===== src/spi_frame_pkg.sv =====
package spi_frame_pkg;

  // spi frame layout as sent by the mcu
  // first bit on the wire is the msb of the frame word

  // a valid frame is exactly this many sclk edges
  localparam int FRAME_BITS = 16;

  // high byte selects the register
  localparam int ADDR_BITS = 8;

  // low byte carries the value
  localparam int DATA_BITS = 8;

  // one bit wider than a full frame needs
  // so a 17th edge is still visible as overrun
  localparam int COUNT_BITS = 5;

  // frame word bit positions
  localparam int ADDR_MSB = FRAME_BITS - 1;
  localparam int DATA_MSB = DATA_BITS - 1;

endpackage


===== src/regmap_pkg.sv =====
package regmap_pkg;

  // control register addresses, matched against the frame high byte
  localparam logic [7:0] ADDR_LED = 8'd7;
  localparam logic [7:0] ADDR_MUX = 8'd8;
  localparam logic [7:0] ADDR_DAC = 8'd9;

  // peripheral select mask, one bit per routed slave select
  localparam int MUX_BITS = 8;

  // led register
  localparam int LED_BITS = 8;

  // dac control
  // bit 0 ldac, bit 1 reset, bit 2 uni/bip a, bit 3 uni/bip b
  localparam int DAC_BITS = 4;

  // values after reset
  // empty mask means no peripheral is ever selected
  localparam logic [MUX_BITS-1:0] MUX_RESET = '0;
  localparam logic [LED_BITS-1:0] LED_RESET = '0;
  localparam logic [DAC_BITS-1:0] DAC_RESET = '0;

endpackage


===== src/spi_events_if.sv =====
`timescale 1ns/10ps

interface spi_events_if;

  // one-cycle pulse per rising sclk edge inside a frame
  logic sclk_rise;

  // one-cycle pulses on ss_n falling and rising edges
  logic frame_start;
  logic frame_end;

  // mosi sample, valid together with sclk_rise
  logic mosi_bit;

  // kind of the current frame, held for the whole frame
  logic special_lvl;

  // driven by the front end only
  modport source (
    output sclk_rise,
    output frame_start,
    output frame_end,
    output mosi_bit,
    output special_lvl
  );

  // frame fsm, bit counter and shifter
  modport sink (
    input sclk_rise,
    input frame_start,
    input frame_end,
    input mosi_bit,
    input special_lvl
  );

endinterface


===== src/spi_front_end.sv =====
`timescale 1ns/10ps

module spi_front_end #(
  parameter int SYNC_STAGES = 2
) (
  input  logic        cs,
  input  logic        rst,
  input  logic        sclk,
  input  logic        ss_n,
  input  logic        mosi,
  input  logic        special,
  spi_events_if.source ev
);

  // pin vector order {special, mosi, ss_n, sclk}
  localparam logic [3:0] PIN_IDLE = 4'b0010;

  logic [3:0]                   pins;
  logic [SYNC_STAGES-1:0][3:0]  sync_q;
  logic [3:0]                   pins_s;
  logic                         sclk_s;
  logic                         ss_s;
  logic                         mosi_s;
  logic                         special_s;
  logic                         sclk_prev;
  logic                         ss_prev;

  assign pins = {special, mosi, ss_n, sclk};

  // last stage of the chain is the synchronized copy
  assign pins_s    = sync_q[SYNC_STAGES-1];
  assign sclk_s    = pins_s[0];
  assign ss_s      = pins_s[1];
  assign mosi_s    = pins_s[2];
  assign special_s = pins_s[3];

  // synchronizer chain, all four pins in lockstep
  // reset to idle bus levels so no edge fires after reset
  always_ff @(posedge cs)
  begin
    if (rst)
    begin
      sync_q <= {SYNC_STAGES{PIN_IDLE}};
    end
    else
    begin
      sync_q <= {sync_q[SYNC_STAGES-2:0], pins};
    end
  end

  // edge detect against previous synchronized value
  // events are registered, so a pin edge shows up SYNC_STAGES+1 cycles later
  always_ff @(posedge cs)
  begin
    if (rst)
    begin
      sclk_prev      <= 1'b0;
      ss_prev        <= 1'b1;
      ev.sclk_rise   <= 1'b0;
      ev.frame_start <= 1'b0;
      ev.frame_end   <= 1'b0;
      ev.mosi_bit    <= 1'b0;
      ev.special_lvl <= 1'b0;
    end
    else
    begin
      sclk_prev      <= sclk_s;
      ss_prev        <= ss_s;
      // sclk edges only count while selected
      ev.sclk_rise   <= sclk_s & ~sclk_prev & ~ss_s;
      ev.frame_start <= ss_prev & ~ss_s;
      ev.frame_end   <= ~ss_prev & ss_s;
      ev.mosi_bit    <= mosi_s;
      // frame kind latched at select, fixed until the next frame
      if (ss_prev && !ss_s)
      begin
        ev.special_lvl <= special_s;
      end
    end
  end

endmodule


===== src/bit_counter.sv =====
`timescale 1ns/10ps

module bit_counter
  import spi_frame_pkg::*;
(
  input  logic                  cs,
  input  logic                  rst,
  input  logic                  clear,
  spi_events_if.sink            ev,
  output logic [COUNT_BITS-1:0] bit_count,
  output logic                  overrun
);

  localparam logic [COUNT_BITS-1:0] COUNT_MAX  = '1;
  localparam logic [COUNT_BITS-1:0] COUNT_FULL = COUNT_BITS'(FRAME_BITS);

  // counts sclk edges in the current frame
  // saturates so a very long frame cannot wrap back to 16
  always_ff @(posedge cs)
  begin
    if (rst || clear)
    begin
      bit_count <= '0;
      overrun   <= 1'b0;
    end
    else if (ev.sclk_rise)
    begin
      if (bit_count != COUNT_MAX)
      begin
        bit_count <= bit_count + 1'b1;
      end
      // edge beyond a full frame, sticky until the next frame
      if (bit_count >= COUNT_FULL)
      begin
        overrun <= 1'b1;
      end
    end
  end

endmodule


===== src/frame_shifter.sv =====
`timescale 1ns/10ps

module frame_shifter
  import spi_frame_pkg::*;
(
  input  logic                  cs,
  input  logic                  rst,
  input  logic                  clear,
  spi_events_if.sink            ev,
  output logic [FRAME_BITS-1:0] frame_word
);

  // msb first on the wire
  // shifting in at the lsb leaves the first bit at the top
  always_ff @(posedge cs)
  begin
    if (rst)
    begin
      frame_word <= '0;
    end
    else if (clear)
    begin
      // short frame must not pick up bits of the previous one
      frame_word <= '0;
    end
    else if (ev.sclk_rise)
    begin
      frame_word <= {frame_word[FRAME_BITS-2:0], ev.mosi_bit};
    end
  end

endmodule


===== src/frame_fsm.sv =====
`timescale 1ns/10ps

module frame_fsm
  import spi_frame_pkg::*;
(
  input  logic                  cs,
  input  logic                  rst,
  spi_events_if.sink            ev,
  input  logic [COUNT_BITS-1:0] bit_count,
  input  logic                  overrun,
  output logic                  clear,
  output logic                  commit_pulse,
  output logic                  route_active,
  output logic                  frame_error
);

  typedef enum logic [1:0] {
    ST_IDLE,
    ST_WRITE,
    ST_ROUTE,
    ST_CHECK
  } state_t;

  state_t state;
  state_t state_next;
  state_t start_state;
  logic   frame_ok;
  logic   frame_ok_q;

  // exact length, no extra edge seen
  assign frame_ok = (bit_count == COUNT_BITS'(FRAME_BITS)) && !overrun;

  // special frames route, everything else writes a register
  assign start_state = ev.special_lvl ? ST_ROUTE : ST_WRITE;

  // counter and shifter restart with every frame
  assign clear = ev.frame_start;

  always_comb
  begin
    state_next = state;
    case (state)
      ST_IDLE:
      begin
        if (ev.frame_start)
        begin
          state_next = start_state;
        end
      end
      ST_WRITE:
      begin
        if (ev.frame_end)
        begin
          state_next = ST_CHECK;
        end
      end
      // no commit at the end of a routed frame
      ST_ROUTE:
      begin
        if (ev.frame_end)
        begin
          state_next = ST_IDLE;
        end
      end
      // one cycle only, verdict is on the outputs here
      ST_CHECK:
      begin
        state_next = ev.frame_start ? start_state : ST_IDLE;
      end
      default:
      begin
        state_next = ST_IDLE;
      end
    endcase
  end

  always_ff @(posedge cs)
  begin
    if (rst)
    begin
      state      <= ST_IDLE;
      frame_ok_q <= 1'b0;
    end
    else
    begin
      state <= state_next;
      // length verdict taken at ss_n rise, before anything can move the count
      if (state == ST_WRITE && ev.frame_end)
      begin
        frame_ok_q <= frame_ok;
      end
    end
  end

  // pulses land exactly one cycle after frame_end
  assign commit_pulse = (state == ST_CHECK) && frame_ok_q;
  assign frame_error  = (state == ST_CHECK) && !frame_ok_q;
  assign route_active = (state == ST_ROUTE);

endmodule


===== src/control_regs.sv =====
`timescale 1ns/10ps

module control_regs
  import spi_frame_pkg::*;
  import regmap_pkg::*;
(
  input  logic                  cs,
  input  logic                  rst,
  input  logic                  commit_pulse,
  input  logic [FRAME_BITS-1:0] frame_word,
  output logic [MUX_BITS-1:0]   reg_mux,
  output logic [LED_BITS-1:0]   reg_led,
  output logic [DAC_BITS-1:0]   reg_dac
);

  logic [ADDR_BITS-1:0] addr;
  logic [DATA_BITS-1:0] data;

  // high byte is the register, low byte the value
  assign addr = frame_word[ADDR_MSB -: ADDR_BITS];
  assign data = frame_word[DATA_MSB:0];

  always_ff @(posedge cs)
  begin
    if (rst)
    begin
      reg_mux <= MUX_RESET;
      reg_led <= LED_RESET;
      reg_dac <= DAC_RESET;
    end
    else if (commit_pulse)
    begin
      case (addr)
        // peripheral select mask
        ADDR_MUX:
        begin
          reg_mux <= data[MUX_BITS-1:0];
        end
        ADDR_LED:
        begin
          reg_led <= data[LED_BITS-1:0];
        end
        // only the low nibble reaches the dac pins
        ADDR_DAC:
        begin
          reg_dac <= data[DAC_BITS-1:0];
        end
        // unknown address, silently ignored
        default:
        begin
          reg_mux <= reg_mux;
        end
      endcase
    end
  end

endmodule


===== src/select_router.sv =====
`timescale 1ns/10ps

module select_router
  import regmap_pkg::*;
(
  input  logic                cs,
  input  logic                rst,
  input  logic                route_active,
  input  logic [MUX_BITS-1:0] reg_mux,
  output logic [MUX_BITS-1:0] periph_ss_n
);

  logic [MUX_BITS-1:0] select;

  // a peripheral is selected only during a routed frame
  // and only if its mask bit is set
  assign select = reg_mux & {MUX_BITS{route_active}};

  // registered so the selects never glitch while mask or state settle
  always_ff @(posedge cs)
  begin
    if (rst)
    begin
      // nothing selected
      periph_ss_n <= '1;
    end
    else
    begin
      periph_ss_n <= ~select;
    end
  end

endmodule


===== src/spi_ctrl_top.sv =====
`timescale 1ns/10ps

module spi_ctrl_top
  import spi_frame_pkg::*;
  import regmap_pkg::*;
#(
  // 2 or 3 flops on each spi pin
  parameter int SYNC_STAGES = 2
) (
  input  logic                cs,
  input  logic                rst,
  input  logic                sclk,
  input  logic                ss_n,
  input  logic                mosi,
  input  logic                special,
  output logic [LED_BITS-1:0] led,
  // bit 0 ldac, bit 1 reset, bit 2 uni/bip a, bit 3 uni/bip b
  output logic [DAC_BITS-1:0] dac_ctrl,
  // active low, bit 0 adc, bit 1 dac on the board
  output logic [MUX_BITS-1:0] periph_ss_n,
  output logic                frame_error
);

  logic                  clear;
  logic                  commit_pulse;
  logic                  route_active;
  logic [COUNT_BITS-1:0] bit_count;
  logic                  overrun;
  logic [FRAME_BITS-1:0] frame_word;
  logic [MUX_BITS-1:0]   reg_mux;

  // synchronized spi events, front end to frame logic
  spi_events_if ev_if ();

  spi_front_end #(
    .SYNC_STAGES (SYNC_STAGES)
  ) i_front_end (
    .cs      (cs),
    .rst     (rst),
    .sclk    (sclk),
    .ss_n    (ss_n),
    .mosi    (mosi),
    .special (special),
    .ev      (ev_if.source)
  );

  bit_counter i_bit_counter (
    .cs        (cs),
    .rst       (rst),
    .clear     (clear),
    .ev        (ev_if.sink),
    .bit_count (bit_count),
    .overrun   (overrun)
  );

  frame_shifter i_frame_shifter (
    .cs         (cs),
    .rst        (rst),
    .clear      (clear),
    .ev         (ev_if.sink),
    .frame_word (frame_word)
  );

  frame_fsm i_frame_fsm (
    .cs           (cs),
    .rst          (rst),
    .ev           (ev_if.sink),
    .bit_count    (bit_count),
    .overrun      (overrun),
    .clear        (clear),
    .commit_pulse (commit_pulse),
    .route_active (route_active),
    .frame_error  (frame_error)
  );

  // led and dac registers go straight to the pins
  control_regs i_control_regs (
    .cs           (cs),
    .rst          (rst),
    .commit_pulse (commit_pulse),
    .frame_word   (frame_word),
    .reg_mux      (reg_mux),
    .reg_led      (led),
    .reg_dac      (dac_ctrl)
  );

  select_router i_select_router (
    .cs           (cs),
    .rst          (rst),
    .route_active (route_active),
    .reg_mux      (reg_mux),
    .periph_ss_n  (periph_ss_n)
  );

endmodule


===== config.mk =====
export PLATFORM = sky130hd
export DESIGN_NAME = spi_ctrl_top
export DESIGN_NICKNAME = d
export VERILOG_FILES = /design/src/spi_frame_pkg.sv /design/src/regmap_pkg.sv /design/src/spi_events_if.sv /design/src/spi_front_end.sv /design/src/bit_counter.sv /design/src/frame_shifter.sv /design/src/frame_fsm.sv /design/src/control_regs.sv /design/src/select_router.sv /design/src/spi_ctrl_top.sv
export SDC_FILE = /design/constraint.sdc
export NUM_CORES = 1
export LEC_CHECK = 0
export ABC_AREA = 1
export BUFFER_PORTS_ARGS = -buffer_cell sky130_fd_sc_hd__clkbuf_2
export CORE_MARGIN = 2
export CORE_UTILIZATION = 35
export CTS_BUF_LIST = sky130_fd_sc_hd__clkbuf_4 sky130_fd_sc_hd__clkbuf_8 sky130_fd_sc_hd__clkbuf_16
export CTS_CLUSTER_DIAMETER = 60
export DETAILED_ROUTE_END_ITERATION = 16
export GPL_TIMING_DRIVEN = 0
export PLACE_DENSITY_LB_ADDON = 0.05
export SYNTH_ARGS = -nofsm -noshare
export SYNTH_HDL_FRONTEND = slang
export SYNTH_HIERARCHICAL = 1
export SYNTH_SLANG_ARGS = --single-unit

===== constraint.sdc =====
create_clock -name cs -period 1.8 [get_ports cs]
set_clock_uncertainty 0.1 [all_clocks]
set_input_delay 0.54 -clock cs [delete_from_list [all_inputs] [get_ports cs]]
set_output_delay 0.54 -clock cs [all_outputs]
set_load 0.01 [all_outputs]

Word-level counts from Yosys, hierarchy flattened. Cells that the tools add are included.

Register bits after elaboration: 68.

Add/subtract/negate cells: 1. Magnitude comparators: 1. Eq/ne operators: 11. Multiplexer cells: 6. Bitwise logic cells: 9. Reduce and logical (&&, ||, !) cells: 17.

Operator list (count): $eq 8x4->1 const B (2); $mux 2 (5); $reduce_and 2->1 (5); $and 8x8->8 (1); $eq 8x3->1 const B (1); $not 8->8 (1); $pmux 2 s4 (1); $ne 2x2->1 const B (3); $add 5x1->5 const B (1); $eq 5x5->1 const B (1); $ge 5x5->1 const B (1); $logic_and 1x1->1 (5); $ne 5x5->1 const B (1); $and 1x1->1 (4); $eq 2x2->1 const B (2); $logic_not 1->1 (3); $not 1->1 (3); $reduce_and 3->1 (1); $eq 2x1->1 const B (1); $logic_not 2->1 (1); $reduce_or 2->1 (1); $logic_or 1x1->1 (1).

Longest topological paths before layout. Gate-level depths: netlist of run 1.

Word-level depth: 3. Depth in mapped cells: 9. Mapped depth without buffers: 9.

Hierarchy. Netlist of run 1, hierarchy kept.

By module, submodules not included: control_regs (instances 1, cells an instance 136, area each 1029.7 sq um); frame_shifter (instances 1, cells an instance 101, area each 695.7 sq um); spi_front_end (instances 1, cells an instance 46, area each 434.2 sq um); bit_counter (instances 1, cells an instance 40, area each 306.5 sq um); select_router (instances 1, cells an instance 18, area each 215.2 sq um); frame_fsm (instances 1, cells an instance 37, area each 206.4 sq um).

Worst setup path before layout of run 1. No wires, ideal clock.

Path kind: register to register. Start point: register i_frame_fsm.state[0]. End point: register i_control_regs.reg_led[5]. Setup time: 113 ps. Arrival: 1214 ps. Required time: 1587 ps. Setup slack: 373 ps. Stages on the path, launching flop included: 9. Path buffers: 1. Period minus slack after synthesis: 1427 ps. Path through: dfxtp_1 nand2_1 nor2_1 nand3_2 nor2_8 buf_12 nand3_2 nand2_1 nor2_2.

Cells in the longest elaborated chain, start to end: 3.

Ends and longest elaborated chain: from (decl) (RTL line frame_fsm.sv:24) `state_t state;`; from (signal assigned) (RTL line frame_fsm.sv:86) `state <= state_next;`; $eq 2x2->1 (RTL line frame_fsm.sv:96) `assign commit_pulse = (state == ST_CHECK) && frame_ok_q;`; $logic_and 1x1->1 (RTL line frame_fsm.sv:96); named net commit_pulse (RTL line spi_ctrl_top.sv:25) `logic commit_pulse;`; $reduce_and 2->1 (no source line); to (signal assigned) (RTL line control_regs.sv:41) `reg_led <= data[LED_BITS-1:0];`; to (decl) (RTL line control_regs.sv:12) `output logic [LED_BITS-1:0] reg_led,`.

The timed path passes the listed nets, and every way through them passes these cells. A chain may end at the register's enable or synchronous reset.

Final worst setup path of run 1.
Start point: register i_frame_fsm.state[0]. End point: output frame_error.

Cells in the longest elaborated chain, start to end: 2.

Ends and longest elaborated chain: $eq 2x2->1 (RTL line frame_fsm.sv:97) `assign frame_error = (state == ST_CHECK) && !frame_ok_q;`; $logic_and 1x1->1 (RTL line frame_fsm.sv:97); to (decl) (RTL line spi_ctrl_top.sv:21) `output logic frame_error`.

Every way passes these cells.

==> results of run 1 <==
what timing repair did:
| item | CTS | global route |
|---|---|---|
| resized for setup | 0 | 4 |
| endpoints found under the hold margin | 0 | 0 |
| endpoints found under the setup margin | 0 | 20 |
cell families (layout without fill, tap and decap cells):
logic type | Yosys count | count (layout) | share of synthesized area
buffers and inverters | 69 | 111 | 0.113
adders and majority gates | 2 | 2 | 0.00866
and+or+nand+nor | 217 | 217 | 0.354
AOI/OAI and AO/OA | 22 | 22 | 0.0529
DFF | 68 | 68 | 0.471
cells in the final DEF, fill, tap and decap left out, drive strengths merged:
master	n
a21oi	15
clkinv	6
clkinvlp	1
or2	2
o21bai	1
nand3	36
bufinv	2
clkbuf	36
o21ai	5
nor2	103
o211ai	1
nand2	74
inv	55
buf	11
dfxtp	68
nor3	2
ha	2
metrics by stage:
| step | utilization | hold WS [ns] |
|---|---|---|
| 2_1_floorplan | - | 0.273 |
| 4_1_cts | 0.417 | 0.256 |
| 5_1_grt | 0.418 | 0.249 |
| 3_5_place_dp | 0.389 | 0.289 |
| 6_report | 0.418 | 0.274 |
| 3_3_place_gp | 0.389 | 0.284 |
registers in the layout (all words and copies together) (netlist names):
| name | flops |
|---|---|
| i_bit_counter/overrun | 1 |
| i_front_end/ev.frame_end | 1 |
| i_front_end/pins_s | 4 |
| i_front_end/ev.special_lvl | 1 |
| i_front_end/ev.frame_start | 1 |
| i_front_end/ev.sclk_rise | 1 |
| i_front_end/ss_prev | 1 |
| i_front_end/sync_q | 4 |
| i_control_regs/reg_mux | 8 |
| i_front_end/ev.mosi_bit | 1 |
| i_frame_fsm/frame_ok_q | 1 |
| i_bit_counter/bit_count | 5 |
| i_front_end/sclk_prev | 1 |
| i_select_router/periph_ss_n | 8 |
| i_frame_shifter/frame_word | 16 |
| i_frame_fsm/state | 2 |
| i_control_regs/reg_led | 8 |
| i_control_regs/reg_dac | 4 |
layout make-up:
cell class	count	area (um^2)
flip-flops and latches	68	1370
clock inverters	7	98.8
repair buffers	26	130
inverters	57	216
multi-input cells	241	1200
fillers	897	4710
clock buffers	9	124
plain buffers	12	110
well taps	105	131
routing by layer:
metal	wire, um	global-route usage	vias to the layer above
met5	0	0	-
met4	59	0.0543	0
met3	219	0.0407	5
met2	2560	0.214	29
met1	2550	0.165	1009
li1	-	-	1220
power by group:
group          internal (W)  leakage [nW]  switching [W]
clock network      0.000789         0.110       0.000606
logic             0.0000406         0.766      0.0000730
registers           0.00152         0.552     0.00000927
path summary, 6_finish.rpt:
| kind | to | cells past startpoint | slack [ns] | from |
|---|---|---|---|---|
| worst max-delay path | frame_error | 3 | 0.11 | i_frame_fsm/state[0] |
| worst min-delay path | i_front_end/sync_q[1] | 2 | 0.27 | ss_n |
| worst max register to register | i_control_regs/reg_led[6] | 8 | 0.25 | i_frame_fsm/state[0] |
| worst min register to register | i_front_end/pins_s[2] | 2 | 0.30 | i_front_end/sync_q[2] |
==> impl_metrics.csv, run 1 <==
group,metric,value,unit
worst_setup_path,path_buf_inv,1,
floorplan,die_h,94.8,um
cts,insertion_delay,0.34,ns
timing,rsz0062_at_grt,"no",
synth,synth_flop_cell,"dfxtp_1",
timing,fmax,0.593,GHz
drt,drtAntennaViolNets,0,
synth,syn-cell-area,2890,um^2
worst_setup_path,path_class,"flop to primary output",
timing,layout_min_cycle_time,1.69,ns
synth,synth.most_common_cell,"nor2_1",
timing,slew_viol_final,0,
layout,finalNetCount,423,
cts,post-cts-setup-buffers,0,
synth,ys_types,28,
layout,instances_no_fill,525,
drt,drt_wl_total,5.39,mm
grt,antenna_found_initial,0,
cts,cts_hold_buf,0,
placement,place_inst,509,
grt,grtUsageTotal,0.133,
synth,netlist.area_leader.share,0.471,
drt,wl_per_cell,10.3,um
cts,clk_pin_slew,0.08,ns
synth,yosys_warnings,6,
synth,synth_top_cell_by_area,"dfxtp_1",
grt,grt_pass1_vias,2029,
synth,synth_cells,378,
layout,diodes,0,
grt,gr-total-overflow,0,
worst_setup_path,crit_path_end_kind,"primary output",
timing,hold_violations,0,
worst_setup_path,crit_family,"flip-flops",
worst_setup_path,cp_max_fo,5,
worst_setup_path,path_cells,"nand2_1 -> nor2_1 -> clkbuf_2",
timing,tightestPinTransition,0.434,ns
pwr,vdd_ir_drop_max,0.381,mV
synth,synth_area_leaders,"dfxtp_1, nor2_1, nand2_1",
cts,cts_max_path_buffers,2,
synth,synthArstFlopShare,0,
pwr,leakagePower,1.43,nW
synth,synth_seq_cells,68,
placement,globalplace.congestion,0.762,
synth,ys_top_cells_by_count,"nor2_1, nand2_1, dfxtp_1",
timing,max_slew_margin,0.711,
drt,routed_via_density,4.31,
floorplan,core_region_area,8090,um^2
placement,place_ws,0.0372,ns
hold_path,hold_path_class,"input port to flop",
grt,grt_max_degree,14,
floorplan,rows,33,
drt,first_pass_iters,4,
timing,fin_crit_sh,0.937,
placement,hpwl,3.96,mm
grt,grt_pass1_wl,9.13,mm
worst_setup_path,required,1.16,ns
floorplan,dieArea,8990,um^2
synth,synth_edf_count,0,
drt,drt-initial-drc-count,64,
timing,setup_ws,0.114,ns
cts,cts-buffers-inserted,9,
floorplan,io-pin-count,27,
layout,layout-drive-gt1-share,0.264,
synth,syn_avg_cell_area,7.64,um^2
drt,vias,2263,
outcome,status,"finished clean",
run,cap_violations,0,
placement,place_area,3150,um^2
layout,stdcell_area,3380,um^2
pwr,power.density,899,nW/um^2
floorplan,die_w,94.8,um
cts,clockRootBuffer,"clkbuf_8",
cts,cts_tree,"built",
timing,tns,0,ns
placement,port_buffers,26,
worst_setup_path,crit_slowest_cell,"dfxtp_4",
cts,h-tree-depth,3,
drt,drc,0,
synth,yosysSeqAreaShare,0.471,
synth,synth_nets,386,
floorplan,start_util,0.357,
worst_setup_path,slowest_delay,0.37,ns
pwr,power,0.00304,W
layout,syn2layout_area_growth,17.0,%
cts,cts_sinks,68,
timing,setup_violations,0,
worst_setup_path,cp.arrival,1.05,ns
worst_setup_path,start_kind,"flop",
No activity file was read; power rests on OpenSTA's default activity.
==> inputs of run 2 (changes only) <==
Settings changed: GPL_TIMING_DRIVEN 0 to unset.
==> run 2 against run 1 <==
First-iteration DRC count fell by 20%. Die area did not move. Combinational power barely moved. Clock power rose by 19%. Design area fell by 0.18%. Clock-buffer cell count rose by 1. Final cell count fell by 0.95%. Wire length rose by 2.5%.
==> impl_metrics.csv, run 2 (synthesis results as in run 1) <==
group,metric,value,unit
placement,globalplace.congestion,0.695,
grt,grtUsageTotal,0.135,
drt,drtAntennaViolNets,0,
worst_setup_path,rr_worst_depth,8,
floorplan,rows,33,
cts,cts-buffers-inserted,9,
cts,insertion_delay,0.34,ns
timing,fmax,0.592,GHz
drt,drc,0,
pwr,leakagePower,1.43,nW
drt,vias,2211,
cts,h-tree-depth,3,
grt,grt_pass1_vias,2038,
drt,drt-initial-drc-count,51,
run,cap_violations,0,
drt,drt_wl_total,5.53,mm
layout,largest_reg_flops,16,
cts,clk_pin_slew,0.07,ns
layout,finalNetCount,418,
timing,setup_ws,0.111,ns
drt,wl_per_cell,10.6,um
timing,slew_viol_final,0,
floorplan,die_w,94.8,um
layout,multiInputGateArea,1200,um^2
layout,syn2layout_area_growth,16.8,%
grt,grt_max_degree,21,
floorplan,start_util,0.357,
timing,setup_violations,0,
layout,regMostFlops,"i_frame_shifter/frame_word",
floorplan,core_region_area,8090,um^2
grt,antenna_found_initial,0,
layout,final_common_cell,"nor2_1",
hold_path,hold_path_class,"input port to flop",
timing,max_slew_margin,0.647,
placement,port_buffers,26,
floorplan,die_h,94.8,um
pwr,power.density,982,nW/um^2
timing,rsz0062_at_grt,"no",
cts,cts_max_path_buffers,2,
pwr,vdd_ir_drop_max,0.477,mV
timing,layout_min_cycle_time,1.69,ns
worst_setup_path,path_class,"flop to primary output",
layout,n_fill_cell,880,
worst_setup_path,endpoint,"frame_error",
worst_setup_path,reg2reg_slack,0.23,ns
layout,utilization,0.417,
layout,stdcell_area,3370,um^2
cts,cts_sinks,68,
grt,gr-total-overflow,0,
timing,hold_violations,0,
worst_setup_path,cp_max_fo,3,
drt,routed_via_density,4.25,
timing,tightestPinTransition,0.529,ns
cts,cts_tree,"built",
layout,layout_common_cells,"nor2_1, nand2_1, dfxtp_1, inv_1, nand3_1",
worst_setup_path,start_kind,"flop",
placement,place_area,3100,um^2
timing,fin_crit_sh,0.938,
worst_setup_path,r2r_end,"i_control_regs/reg_dac[0]",
cts,clockRootBuffer,"clkbuf_8",
worst_setup_path,reg2reg_from,"i_frame_fsm/state[1]",
layout,diodes,0,
timing,tns,0,ns
placement,place_ws,0.179,ns
cts,cts_hold_buf,0,
floorplan,io-pin-count,27,
cts,post-cts-setup-buffers,0,
worst_setup_path,crit_path_end_kind,"primary output",
floorplan,dieArea,8990,um^2
worst_setup_path,required,1.16,ns
worst_setup_path,startpoint,"i_frame_fsm/state[1]",
timing,whs,0.281,ns
placement,hpwl,3.91,mm
outcome,status,"finished clean",
worst_setup_path,cp.arrival,1.05,ns
layout,layout-drive-gt1-share,0.255,
grt,grt_pass1_wl,9.29,mm
drt,first_pass_iters,4,
layout,regArea,1360,um^2
==> run 2: final cells by class <==
class	count	area share
flip-flops and latches	68	0.404
multi-input cells	241	0.356
inverters	57	0.0642
repair buffers	33	0.0579
clock inverters	6	0.0404
clock buffers	10	0.0389
well taps	105	0.0389
==> run 2: worst min-delay path by stage <==
stage,slack [ns],cells past startpoint,to,start
final,0.28,2,i_front_end/sync_q[1],ss_n
after global routing,0.26,3,i_front_end/sync_q[2],mosi
after CTS,0.27,3,i_front_end/sync_q[3],special
after detailed placement,0.28,1,i_front_end/ev.sclk_rise,i_front_end/sclk_prev
after global placement,0.28,1,i_front_end/ev.sclk_rise,i_front_end/sclk_prev
after floorplan,0.27,1,i_front_end/ev.sclk_rise,i_front_end/sclk_prev
==> run 2: timing repair <==
| item | 4_1_cts | 5_1_grt |
|---|---|---|
| resized for setup | 0 | 1 |
| endpoints found under the hold margin | 0 | 0 |
| setup endpoints to repair | 0 | 1 |
==> run 2: worst max-delay path, cell delays in order (launching register included) <==
cell	delay [ns]
dfxtp_1	0.37
nand2_1	0.09
nor2_1	0.11
clkbuf_2	0.15
==> run 2: where the power goes <==
part	leakage, nW	total [W]	switching [W]	internal (W)
combinational	0.745	0.000112	0.0000713	0.0000412
sequential	0.551	0.00153	0.0000102	0.00152
clock	0.130	0.00167	0.000591	0.00108
total	1.43	0.00331	0.000673	0.00264
==> run 2: layer usage <==
| metal | part of all wire | GRT usage | vias up |
|---|---|---|---|
| li1 | - | - | 1202 |
| met1 | 0.48 | 0.163 | 979 |
| met2 | 0.47 | 0.223 | 25 |
| met3 | 0.033 | 0.0351 | 5 |
| met4 | 0.013 | 0.0652 | 0 |
| met5 | 0 | 0 | - |
==> run 2: metrics by stage <==
stage	power [W]	std cells
after global routing	0.00344	520
final	0.00331	520
after detailed placement	0.00168	504
after floorplan	0.00165	378
after CTS	0.00337	520
after global placement	0.00168	504
